<file path="config.mk">
export PLATFORM = sky130hd
export DESIGN_NAME = elink_loopback
export DESIGN_NICKNAME = d
export VERILOG_FILES = /design/src/elink_pkg.sv /design/src/elink_fifo_if.sv /design/src/elink_data_gen.sv /design/src/elink_dec8b10b.sv /design/src/elink_enc8b10b.sv /design/src/elink_fifo.sv /design/src/elink_loopback.sv /design/src/elink_rx.sv /design/src/elink_tx.sv
export SDC_FILE = /design/constraint.sdc
export NUM_CORES = 1
export LEC_CHECK = 0
export BUFFER_PORTS_ARGS = -buffer_cell sky130_fd_sc_hd__clkbuf_2
export CAP_MARGIN = 20
export CELL_PAD_IN_SITES_DETAIL_PLACEMENT = 0
export CELL_PAD_IN_SITES_GLOBAL_PLACEMENT = 2
export CORE_ASPECT_RATIO = 0.5
export CORE_MARGIN = 2
export CORE_UTILIZATION = 49
export CTS_BUF_LIST = sky130_fd_sc_hd__clkbuf_4
export DETAILED_ROUTE_END_ITERATION = 16
export PLACE_DENSITY = 0.84
export RECOVER_POWER = 25
export SLEW_MARGIN = 20
export SYNTH_ARGS = -nofsm -noshare
export SYNTH_HDL_FRONTEND = slang
export SYNTH_HIERARCHICAL = 1
export SYNTH_SLANG_ARGS = --single-unit
</file>
<file path="constraint.sdc">
create_clock -name clk -period 13.74 [get_ports clk]
set_input_delay 1.374 -clock clk [delete_from_list [all_inputs] [get_ports clk]]
set_output_delay 1.374 -clock clk [all_outputs]
set_load 0.1 [all_outputs]
</file>
<file path="src/elink_pkg.sv">
`default_nettype none

package elink_pkg;

  // delimiter codes carried next to every byte.
  localparam logic [1:0] delim_data = 2'b00;
  localparam logic [1:0] delim_sop  = 2'b01;
  localparam logic [1:0] delim_eop  = 2'b10; // 2'b11 is never written.

  localparam logic [7:0] k_comma = 8'hBC; // K28.5.
  localparam logic [7:0] k_sop   = 8'h3C; // K28.1.
  localparam logic [7:0] k_eop   = 8'hDC; // K28.6.

  // K28.5 with negative and positive symbol disparity, abcdei fghj with a in bit 9.
  localparam logic [9:0] comma_neg = 10'h305;
  localparam logic [9:0] comma_pos = 10'h0FA;

  // 5b/6b and 3b/4b codes for a negative running disparity.
  // the positive form is the complement for unbalanced codes, D.07 and D.x.3.
  localparam logic [5:0] code_6b [0:31] = '{
    6'b100111, 6'b011101, 6'b101101, 6'b110001, 6'b110101, 6'b101001, 6'b011001, 6'b111000,
    6'b111001, 6'b100101, 6'b010101, 6'b110100, 6'b001101, 6'b101100, 6'b011100, 6'b010111,
    6'b011011, 6'b100011, 6'b010011, 6'b110010, 6'b001011, 6'b101010, 6'b011010, 6'b111010,
    6'b110011, 6'b100110, 6'b010110, 6'b110110, 6'b001110, 6'b101110, 6'b011110, 6'b101011
  };
  localparam logic [3:0] code_4b [0:7] = '{
    4'b1011, 4'b1001, 4'b0101, 4'b1100, 4'b1101, 4'b1010, 4'b0110, 4'b1110
  };
  localparam logic [5:0] code_k28 = 6'b001111;
  localparam logic [3:0] code_a7  = 4'b0111; // alternate D.x.7 and all K.x.7.

  typedef struct packed {
    logic [1:0] delimiter;
    logic [7:0] data;
  } elink_word_t;

  typedef struct packed {
    elink_word_t word;
    logic        code_error;
  } elink_rx_word_t;

endpackage

`default_nettype wire

</file>
<file path="src/elink_fifo_if.sv">
`timescale 1ns/100ps
`default_nettype none

interface elink_fifo_if #(
  parameter type payload_t = logic
) ();

  logic     wr_en;
  payload_t wr_data;
  logic     full;
  logic     rd_en;
  payload_t rd_data; // valid one cycle after rd_en.
  logic     empty;

  modport writer (output wr_en, output wr_data, input full);
  modport reader (output rd_en, input rd_data, input empty);
  modport fifo (
    input  wr_en,
    input  wr_data,
    input  rd_en,
    output full,
    output rd_data,
    output empty
  );

endinterface

`default_nettype wire

</file>
<file path="src/elink_data_gen.sv">
`timescale 1ns/100ps
`default_nettype none

module elink_data_gen (
  input  logic         clk,
  input  logic         reset,
  input  logic         loop_en,
  input  logic [7:0]   packet_length,
  output logic         done,
  elink_fifo_if.writer tx
);

  typedef enum logic [1:0] {st_idle, st_sop, st_data, st_eop} state_t;

  state_t                 state;
  logic                   loop_en_q;
  logic [7:0]             byte_cnt;
  elink_pkg::elink_word_t word;

  always_comb
  begin
    case (state)
      st_sop:  word = '{delimiter: elink_pkg::delim_sop, data: 8'h00};
      st_eop:  word = '{delimiter: elink_pkg::delim_eop, data: 8'h00};
      default: word = '{delimiter: elink_pkg::delim_data, data: byte_cnt};
    endcase
  end

  assign tx.wr_data = word;
  assign tx.wr_en   = (state != st_idle) && !tx.full; // a full FIFO holds the word.
  assign done       = (state == st_eop) && tx.wr_en;

  always_ff @(posedge clk)
  begin
    if (reset)
    begin
      state     <= st_idle;
      loop_en_q <= 1'b0;
      byte_cnt  <= '0;
    end
    else
    begin
      loop_en_q <= loop_en;
      case (state)
        st_idle:
          if (loop_en && !loop_en_q)
            state <= st_sop; // one packet per rising edge.
        st_sop:
          if (tx.wr_en)
          begin
            byte_cnt <= '0;
            state    <= (packet_length == 8'd0) ? st_eop : st_data;
          end
        st_data:
          if (tx.wr_en)
          begin
            byte_cnt <= byte_cnt + 8'd1;
            if (byte_cnt == packet_length - 8'd1)
              state <= st_eop;
          end
        default:
          if (tx.wr_en)
            state <= st_idle;
      endcase
    end
  end

endmodule

`default_nettype wire

</file>
<file path="src/elink_dec8b10b.sv">
`timescale 1ns/100ps
`default_nettype none

module elink_dec8b10b (
  input  logic       clk,
  input  logic       reset,
  input  logic       load,
  input  logic [9:0] symbol,
  output logic [7:0] byte_out,
  output logic       k_out,
  output logic       code_error
);

  logic       rd;
  logic [5:0] s6;
  logic [3:0] s4;
  logic [4:0] x;
  logic [2:0] y;
  logic       found6;
  logic       found4;
  logic       is_k28;
  logic       bad_disp;
  logic [3:0] ones;

  assign s6   = symbol[9:4];
  assign ones = 4'($countones(symbol));

  always_comb
  begin
    logic [5:0] c6;
    logic [3:0] c4;
    found6 = 1'b0;
    found4 = 1'b0;
    x      = '0;
    y      = '0;
    is_k28 = (s6 == elink_pkg::code_k28) || (s6 == ~elink_pkg::code_k28);
    for (int i = 0; i < 32; i++)
    begin
      c6 = elink_pkg::code_6b[i];
      if (s6 == c6 || ((($countones(c6) != 3) || i == 7) && s6 == ~c6))
      begin
        found6 = 1'b1;
        x      = 5'(i);
      end
    end
    if (is_k28)
    begin
      found6 = 1'b1;
      x      = 5'd28;
    end
    // K28 after its negative 6b block carries the flipped 4b code.
    s4 = (s6 == ~elink_pkg::code_k28) ? ~symbol[3:0] : symbol[3:0];
    for (int j = 0; j < 8; j++)
    begin
      c4 = elink_pkg::code_4b[j];
      if (s4 == c4 || ((($countones(c4) != 2) || j == 3) && s4 == ~c4))
      begin
        found4 = 1'b1;
        y      = 3'(j);
      end
    end
    if (s4 == elink_pkg::code_a7 || s4 == ~elink_pkg::code_a7)
    begin
      found4 = 1'b1;
      y      = 3'd7;
    end
    bad_disp = (ones > 4'd6) || (ones < 4'd4) ||
               (ones == 4'd6 && rd) || (ones == 4'd4 && !rd);
  end

  always_ff @(posedge clk)
  begin
    if (load)
    begin
      byte_out   <= {y, x};
      k_out      <= is_k28;
      code_error <= !found6 || !found4 || bad_disp;
    end
  end

  // the disparity follows the received symbol, so one error does not persist.
  always_ff @(posedge clk)
  begin
    if (reset)
      rd <= 1'b0;
    else if (load && ones != 4'd5)
      rd <= (ones > 4'd5);
  end

endmodule

`default_nettype wire

</file>
<file path="src/elink_enc8b10b.sv">
`timescale 1ns/100ps
`default_nettype none

module elink_enc8b10b (
  input  logic       clk,
  input  logic       reset,
  input  logic       load,
  input  logic [7:0] byte_in,
  input  logic       k_in,
  output logic [9:0] symbol
);

  logic       rd;      // running disparity, 1 is positive.
  logic       rd6;     // disparity after the 6b sub-block.
  logic       rd_next;
  logic [4:0] x;
  logic [2:0] y;
  logic [5:0] code6;
  logic [3:0] code4;

  assign x = byte_in[4:0];
  assign y = byte_in[7:5];

  always_comb
  begin
    code6 = k_in ? elink_pkg::code_k28 : elink_pkg::code_6b[x];
    if (rd && (($countones(code6) != 3) || (!k_in && x == 5'd7)))
      code6 = ~code6;
    rd6 = ($countones(code6) == 3) ? rd : !rd;

    code4 = elink_pkg::code_4b[y];
    // the alternate x.7 code avoids a run of five equal bits across the sub-blocks.
    if (y == 3'd7 && (k_in ||
        (!rd6 && (x == 5'd17 || x == 5'd18 || x == 5'd20)) ||
        (rd6 && (x == 5'd11 || x == 5'd13 || x == 5'd14))))
      code4 = elink_pkg::code_a7;
    if (rd6 && (($countones(code4) != 2) || y == 3'd3))
      code4 = ~code4;
    // K28 balanced codes are flipped against the data table when rd6 is negative.
    if (k_in && !rd6 && (y == 3'd1 || y == 3'd2 || y == 3'd5 || y == 3'd6))
      code4 = ~code4;
    rd_next = ($countones(code4) == 2) ? rd6 : !rd6;
  end

  always_ff @(posedge clk)
  begin
    if (load)
      symbol <= {code6, code4};
  end

  always_ff @(posedge clk)
  begin
    if (reset)
      rd <= 1'b0; // negative after reset.
    else if (load)
      rd <= rd_next;
  end

endmodule

`default_nettype wire

</file>
<file path="src/elink_fifo.sv">
`timescale 1ns/100ps
`default_nettype none

module elink_fifo #(
  parameter int  depth     = 16,
  parameter type payload_t = logic
) (
  input logic        clk,
  input logic        reset,
  elink_fifo_if.fifo bus
);

  localparam int ptr_w = (depth > 1) ? $clog2(depth) : 1;
  localparam int cnt_w = $clog2(depth + 1);

  payload_t         mem [depth];
  logic [ptr_w-1:0] wr_ptr;
  logic [ptr_w-1:0] rd_ptr;
  logic [cnt_w-1:0] count;
  logic             do_wr;
  logic             do_rd;

  assign bus.full  = (count == cnt_w'(depth));
  assign bus.empty = (count == '0);
  assign do_wr     = bus.wr_en && !bus.full;  // writes into a full FIFO are lost.
  assign do_rd     = bus.rd_en && !bus.empty;

  always_ff @(posedge clk)
  begin
    if (do_wr)
      mem[wr_ptr] <= bus.wr_data;
    if (do_rd)
      bus.rd_data <= mem[rd_ptr];
  end

  always_ff @(posedge clk)
  begin
    if (reset)
    begin
      wr_ptr <= '0;
      rd_ptr <= '0;
      count  <= '0;
    end
    else
    begin
      // pointers wrap at depth, which need not be a power of two.
      if (do_wr)
        wr_ptr <= (wr_ptr == ptr_w'(depth - 1)) ? '0 : wr_ptr + 1'b1;
      if (do_rd)
        rd_ptr <= (rd_ptr == ptr_w'(depth - 1)) ? '0 : rd_ptr + 1'b1;
      if (do_wr && !do_rd)
        count <= count + 1'b1;
      else if (do_rd && !do_wr)
        count <= count - 1'b1;
    end
  end

endmodule

`default_nettype wire

</file>
<file path="src/elink_loopback.sv">
`timescale 1ns/100ps
`default_nettype none

module elink_loopback #(
  parameter int tx_depth = 16,
  parameter int rx_depth = 16
) (
  input  logic       clk,
  input  logic       reset,
  input  logic       loop_en,
  input  logic [7:0] packet_length,
  output logic       done,
  output logic [1:0] elink_out,
  input  logic [1:0] elink_in,
  input  logic       rx_rd_en,
  output logic [7:0] rx_data,
  output logic [1:0] rx_delimiter,
  output logic       rx_code_error,
  output logic       rx_empty
);

  elink_fifo_if #(.payload_t(elink_pkg::elink_word_t))    tx_fifo_bus ();
  elink_fifo_if #(.payload_t(elink_pkg::elink_rx_word_t)) rx_fifo_bus ();

  elink_data_gen data_gen_i (
    .clk           (clk),
    .reset         (reset),
    .loop_en       (loop_en),
    .packet_length (packet_length),
    .done          (done),
    .tx            (tx_fifo_bus.writer)
  );

  elink_fifo #(.depth(tx_depth), .payload_t(elink_pkg::elink_word_t)) tx_fifo_i (
    .clk   (clk),
    .reset (reset),
    .bus   (tx_fifo_bus.fifo)
  );

  elink_tx tx_i (
    .clk       (clk),
    .reset     (reset),
    .tx        (tx_fifo_bus.reader),
    .elink_out (elink_out)
  );

  elink_rx rx_i (
    .clk      (clk),
    .reset    (reset),
    .elink_in (elink_in),
    .rx       (rx_fifo_bus.writer)
  );

  elink_fifo #(.depth(rx_depth), .payload_t(elink_pkg::elink_rx_word_t)) rx_fifo_i (
    .clk   (clk),
    .reset (reset),
    .bus   (rx_fifo_bus.fifo)
  );

  // the read side of the receive FIFO is the outside port.
  assign rx_fifo_bus.rd_en = rx_rd_en;
  assign rx_data           = rx_fifo_bus.rd_data.word.data;
  assign rx_delimiter      = rx_fifo_bus.rd_data.word.delimiter;
  assign rx_code_error     = rx_fifo_bus.rd_data.code_error;
  assign rx_empty          = rx_fifo_bus.empty;

endmodule

`default_nettype wire

</file>
<file path="src/elink_rx.sv">
`timescale 1ns/100ps
`default_nettype none

module elink_rx (
  input  logic         clk,
  input  logic         reset,
  input  logic [1:0]   elink_in,
  elink_fifo_if.writer rx
);

  logic [19:0]               hist;      // newest pair in the low bits.
  logic                      two_commas;
  logic                      locked;
  logic [2:0]                phase;     // 0 when a whole symbol sits in hist[9:0].
  logic                      dec_load;
  logic                      dec_valid;
  logic [7:0]                dec_byte;
  logic                      dec_k;
  logic                      dec_err;
  logic                      drop;
  elink_pkg::elink_rx_word_t word;

  function automatic logic is_comma(input logic [9:0] s);
    return (s == elink_pkg::comma_neg) || (s == elink_pkg::comma_pos);
  endfunction

  // checked every cycle, so the five pair offsets of a symbol are all tried.
  assign two_commas = is_comma(hist[19:10]) && is_comma(hist[9:0]);
  assign dec_load   = locked && (phase == 3'd0);

  always_ff @(posedge clk)
  begin
    if (reset)
    begin
      hist      <= '0;
      locked    <= 1'b0;
      phase     <= '0;
      dec_valid <= 1'b0;
    end
    else
    begin
      hist      <= {hist[17:0], elink_in};
      dec_valid <= dec_load;
      if (two_commas)
      begin
        locked <= 1'b1; // also realigns when the commas move.
        phase  <= 3'd1;
      end
      else
        phase <= (phase == 3'd4) ? 3'd0 : phase + 3'd1;
    end
  end

  elink_dec8b10b dec_i (
    .clk        (clk),
    .reset      (reset),
    .load       (dec_load),
    .symbol     (hist[9:0]),
    .byte_out   (dec_byte),
    .k_out      (dec_k),
    .code_error (dec_err)
  );

  always_comb
  begin
    drop = 1'b0;
    word = '{word: '{delimiter: elink_pkg::delim_data, data: dec_byte}, code_error: dec_err};
    if (dec_k && !dec_err)
    begin
      case (dec_byte)
        elink_pkg::k_comma: drop = 1'b1; // idles never reach the FIFO.
        elink_pkg::k_sop:   word.word = '{delimiter: elink_pkg::delim_sop, data: 8'h00};
        elink_pkg::k_eop:   word.word = '{delimiter: elink_pkg::delim_eop, data: 8'h00};
        default:            word.code_error = 1'b1;
      endcase
    end
  end

  assign rx.wr_data = word;
  assign rx.wr_en   = dec_valid && !drop && !rx.full;

endmodule

`default_nettype wire

</file>
<file path="src/elink_tx.sv">
`timescale 1ns/100ps
`default_nettype none

module elink_tx (
  input  logic         clk,
  input  logic         reset,
  elink_fifo_if.reader tx,
  output logic [1:0]   elink_out
);

  logic [2:0]             pair_cnt;  // bit pair within the symbol on the line.
  logic                   have_word; // the FIFO was read for the next symbol.
  logic [7:0]             enc_byte;
  logic                   enc_k;
  logic [9:0]             enc_symbol;
  logic [9:0]             shreg;
  elink_pkg::elink_word_t word;

  assign word     = tx.rd_data;
  assign tx.rd_en = (pair_cnt == 3'd2) && !tx.empty;

  always_comb
  begin
    enc_k    = 1'b1;
    enc_byte = elink_pkg::k_comma; // idle fill.
    if (have_word)
    begin
      case (word.delimiter)
        elink_pkg::delim_sop: enc_byte = elink_pkg::k_sop;
        elink_pkg::delim_eop: enc_byte = elink_pkg::k_eop;
        default:
        begin
          enc_byte = word.data;
          enc_k    = 1'b0;
        end
      endcase
    end
  end

  elink_enc8b10b enc_i (
    .clk     (clk),
    .reset   (reset),
    .load    (pair_cnt == 3'd3),
    .byte_in (enc_byte),
    .k_in    (enc_k),
    .symbol  (enc_symbol)
  );

  always_ff @(posedge clk)
  begin
    if (reset)
    begin
      pair_cnt  <= '0;
      have_word <= 1'b0;
      shreg     <= elink_pkg::comma_neg; // matches the negative disparity that follows.
    end
    else
    begin
      pair_cnt  <= (pair_cnt == 3'd4) ? 3'd0 : pair_cnt + 3'd1;
      have_word <= (pair_cnt == 3'd2) ? tx.rd_en : have_word;
      if (pair_cnt == 3'd4)
        shreg <= enc_symbol;
      else
        shreg <= {shreg[7:0], 2'b00};
    end
  end

  assign elink_out = shreg[9:8]; // msb first.

endmodule

`default_nettype wire

</file>
==> impl_metrics.csv <==
group,metric,value,unit
floorplan,start_util,50.1,%
grt,grt_usage,19.5,%
sta,finalSetupViolations,0,
run_status,outcome,"finished with violations",
pwr,sw_frac_of_total,30.2,%
setup_path,critPathMaxFanout,22,
yosys,synth_top_area_share,55.5,%
detailed_routing,viasPerCell,5.66,
hold_path,hold_start,"rx_i/locked",
setup_path,crit_arrival,11190,ps
floorplan,std_cell_rows,52,
pwr,switchingPower,0.00102,W
yosys,synth_largest_area_cell,"edfxtp_1",
sta,fin_tns_setup,0,ps
yosys,synth.ff_latch_count,455,
finish,num-nets-final,1520,
detailed_routing,drc_errors,0,
setup_path,cpMostUsedCell,"ha_1",
clock_network,clkSinkCount,455,
sta,setup_slack,3160,ps
setup_path,critPathRequiredTime,14360,ps
pwr,p_comb_share,21.6,%
setup_path,max_stage_delay,570,ps
placed_design,port_buffers,28,
pwr,max-vdd-ir-drop,0.138,mV
sta,hold_violations,0,
hold_path,hp-class,"reg2reg",
yosys,synthArstFlopShare,0,%
run,cap_violations,2,
sta,period_minus_slack,10580,ps
floorplan,dieArea,43400,sq um
setup_path,critPathCaptureType,"register",
setup_path,startpoint_type,"register",
placed_design,hpwl,25600,microns
pwr,power_frac_seq,47.2,%
setup_path,cp_slowest_cell,"or2_2",
clock_network,clk_path_buf_depth,3,
finish,instances_no_fill,2061,
clock_network,clkTransAtPathRegs,70,ps
yosys,synth_ff_type,"edfxtp_1",
yosys,synthTopCellsByArea,"edfxtp_1 (55%), mux4_2 (9.4%), dfxtp_1 (7.7%)",
clock_network,clk_latency,810,ps
yosys,ys_top_cells_by_count,"edfxtp_1 (377), nor2_1 (90), mux4_2 (85)",
yosys,synth_most_common_cell,"edfxtp_1",
yosys,synth_edf_count,377,
detailed_routing,first_pass_iters,5,
sta,whs,452,ps
placed_design,post-place-cells,1873,
floorplan,die_w,293,microns
grt,grt.overflow.total,0,
clock_network,cts_tree,"done",
clock_network,holdBufCountCts,0,
setup_path,critPathLaunch,"tx_fifo_i/bus.rd_data[9]",
detailed_routing,dr.first_iter.drc_count,777,
setup_path,critPathTopFamily,"adder cells",
finish,drive_gt1_share,23.7,%
yosys,syn-num-nets,1441,
floorplan,num_io_pins,29,
sta,max_freq,94.5,MHz
pwr,internal_power,0.00237,W
pwr,pwr-share-clk,31.2,%
floorplan,die_h,148,microns
placed_design,finalWeightedCongestion,0.815,
yosys,synth_cells,1357,
pwr,p_leak,7.48,nW
sta,slew_viol_final,82,
clock_network,cts-root-buf,"clkbuf_4",
grt,grt_max_degree,50,
run_status,violations,"capacitance limit, slew limit",
floorplan,design.core.area,40700,sq um
yosys,syn_area,20400,sq um
grt,first_global_vias,11909,
sta,rsz0062_at_grt,"no",
sta,slew_headroom,-33.9,%
detailed_routing,routedWlPerCell,19.9,microns
clock_network,cts_buffers,100,
yosys,synth_cell_types,90,
setup_path,critical_path_class,"reg2reg",
sta,period_share,77.0,%
clock_network,cts_resized,0,
detailed_routing,vias,11672,
placed_design,dp_slack,3210,ps
detailed_routing,wirelength,40900,microns
pwr,p_per_area,152,nW/um^2
yosys,yosys_warnings,6,
grt,antenna_found_initial,1,
setup_path,rr_startpoint,"tx_fifo_i/bus.rd_data[9]",
yosys,seq_area_frac_synth,63.2,%
yosys,synth.avg_cell_area,15.0,sq um
finish,area_delta_synth_final,9.48,%
detailed_routing,drtAntennaViolNets,0,
clock_network,postCtsSetupBuffers,0,
sta,finClkSkew,56.6,ps
finish,fin_util,54.8,%
clock_network,htreeDepth,3,
sta,timing_worst_slew_pin_value,2010,ps
setup_path,crit_buf_inv,4,
grt,grt_pass1_wl,65200,microns
==> final timing paths <==
path | cells after the start | to | slack (ps)
min reg2reg | 2 | rx_i/locked | 450
max | 40 | tx_i/enc_i/rd | 3160
max reg2reg | 40 | tx_i/enc_i/rd | 3160
min | 2 | rx_i/locked | 450
==> stage by stage <==
step | area (sq um) | power, W
6_report | 22300 | 0.00339
5_1_grt | 22300 | 0.00358
4_1_cts | 22300 | 0.00344
3_5_place_dp | 21000 | 0.00237
3_3_place_gp | 21000 | 0.00235
2_1_floorplan | 20400 | 0.00223
==> logic make-up after synthesis <==
group                    synth area share [%]
AO/OA/AOI/OAI                            8.03
multiplexers                             10.2
adder cells (fa/ha/maj)                  4.81
flip-flops                               63.2
AND/OR/NAND/NOR                          8.84
XOR/XNOR                                 2.07
buffers and inverters                    2.86
==> worst register-to-register path: cells and delay by family (launching register included) <==
| family | cells | cell delay (ps) |
|---|---|---|
| xor gates and xnor gates | 5 | 860 |
| muxes | 2 | 410 |
| adders and majority gates | 13 | 4640 |
| buffers and inverters | 4 | 390 |
| and+or+nand+nor | 8 | 1700 |
| DFF | 1 | 390 |
| AOI/OAI and AO/OA | 8 | 2000 |
==> state kept, by name, summed over array words and instances (netlist names), 2 cells and up <==
register,cells
rx_fifo_i/mem,176
tx_fifo_i/mem,160
rx_i/hist,20
rx_fifo_i/bus.rd_data,11
tx_fifo_i/bus.rd_data,10
tx_i/enc_i/symbol,10
tx_i/shreg,10
data_gen_i/byte_cnt,8
rx_i/dec_i/byte_out,8
rx_fifo_i/count,5
tx_fifo_i/count,5
rx_fifo_i/rd_ptr,4
rx_fifo_i/wr_ptr,4
tx_fifo_i/rd_ptr,4
tx_fifo_i/wr_ptr,4
rx_i/phase,3
tx_i/pair_cnt,3
data_gen_i/state,2
==> layer usage <==
metal	vias up	global-route usage [%]	routed length (microns)
li1	5457	-	-
met1	5790	25.3	17600
met2	361	32.9	20300
met3	64	4.57	2330
met4	0	6.31	725
met5	-	0	0
==> power groups by stage <==
stage,sequential [W],clock (W),combinational (W)
after floorplan,0.00170,0,0.000529
after global placement,0.00163,0,0.000723
after detailed placement,0.00163,0,0.000741
after CTS,0.00160,0.00110,0.000745
after global routing,0.00161,0.00117,0.000806
final,0.00160,0.00106,0.000732
==> layout make-up <==
class,count,area [sq um]
Clock buffer,161,1210
Clock inverter,24,123
Inverter,60,225
Tap cell,540,676
Sequential cell,455,12900
Fill cell,3272,18400
Multi-Input combinational cell,774,6950
Timing Repair Buffer,45,255
Antenna cell,2,5.00
==> cell usage in the layout (no fill, tap or decap), types with 6 or more instances in the layout <==
cell type,instances
edfxtp_1,377
clkbuf_4,161
mux4_2,85
nor2_1,79
dfxtp_1,75
nand2_1,67
inv_1,57
ha_1,56
a22oi_1,45
a21oi_1,44
nor2b_1,39
clkbuf_2,27
xor2_1,23
xnor2_1,22
nand2b_1,22
nand3_1,20
nor3_1,18
clkinv_1,14
o21ai_0,14
fa_1,14
buf_4,14
and2_1,13
mux2i_1,13
nor2_2,12
a31oi_1,9
nor4_1,7
nand3b_1,7
and3_1,7
o211ai_1,7
o31ai_1,7
a211oi_1,7
a211o_1,7
a21o_1,6
o21ai_1,6
Note: power is estimated with default switching activity, not from simulation.
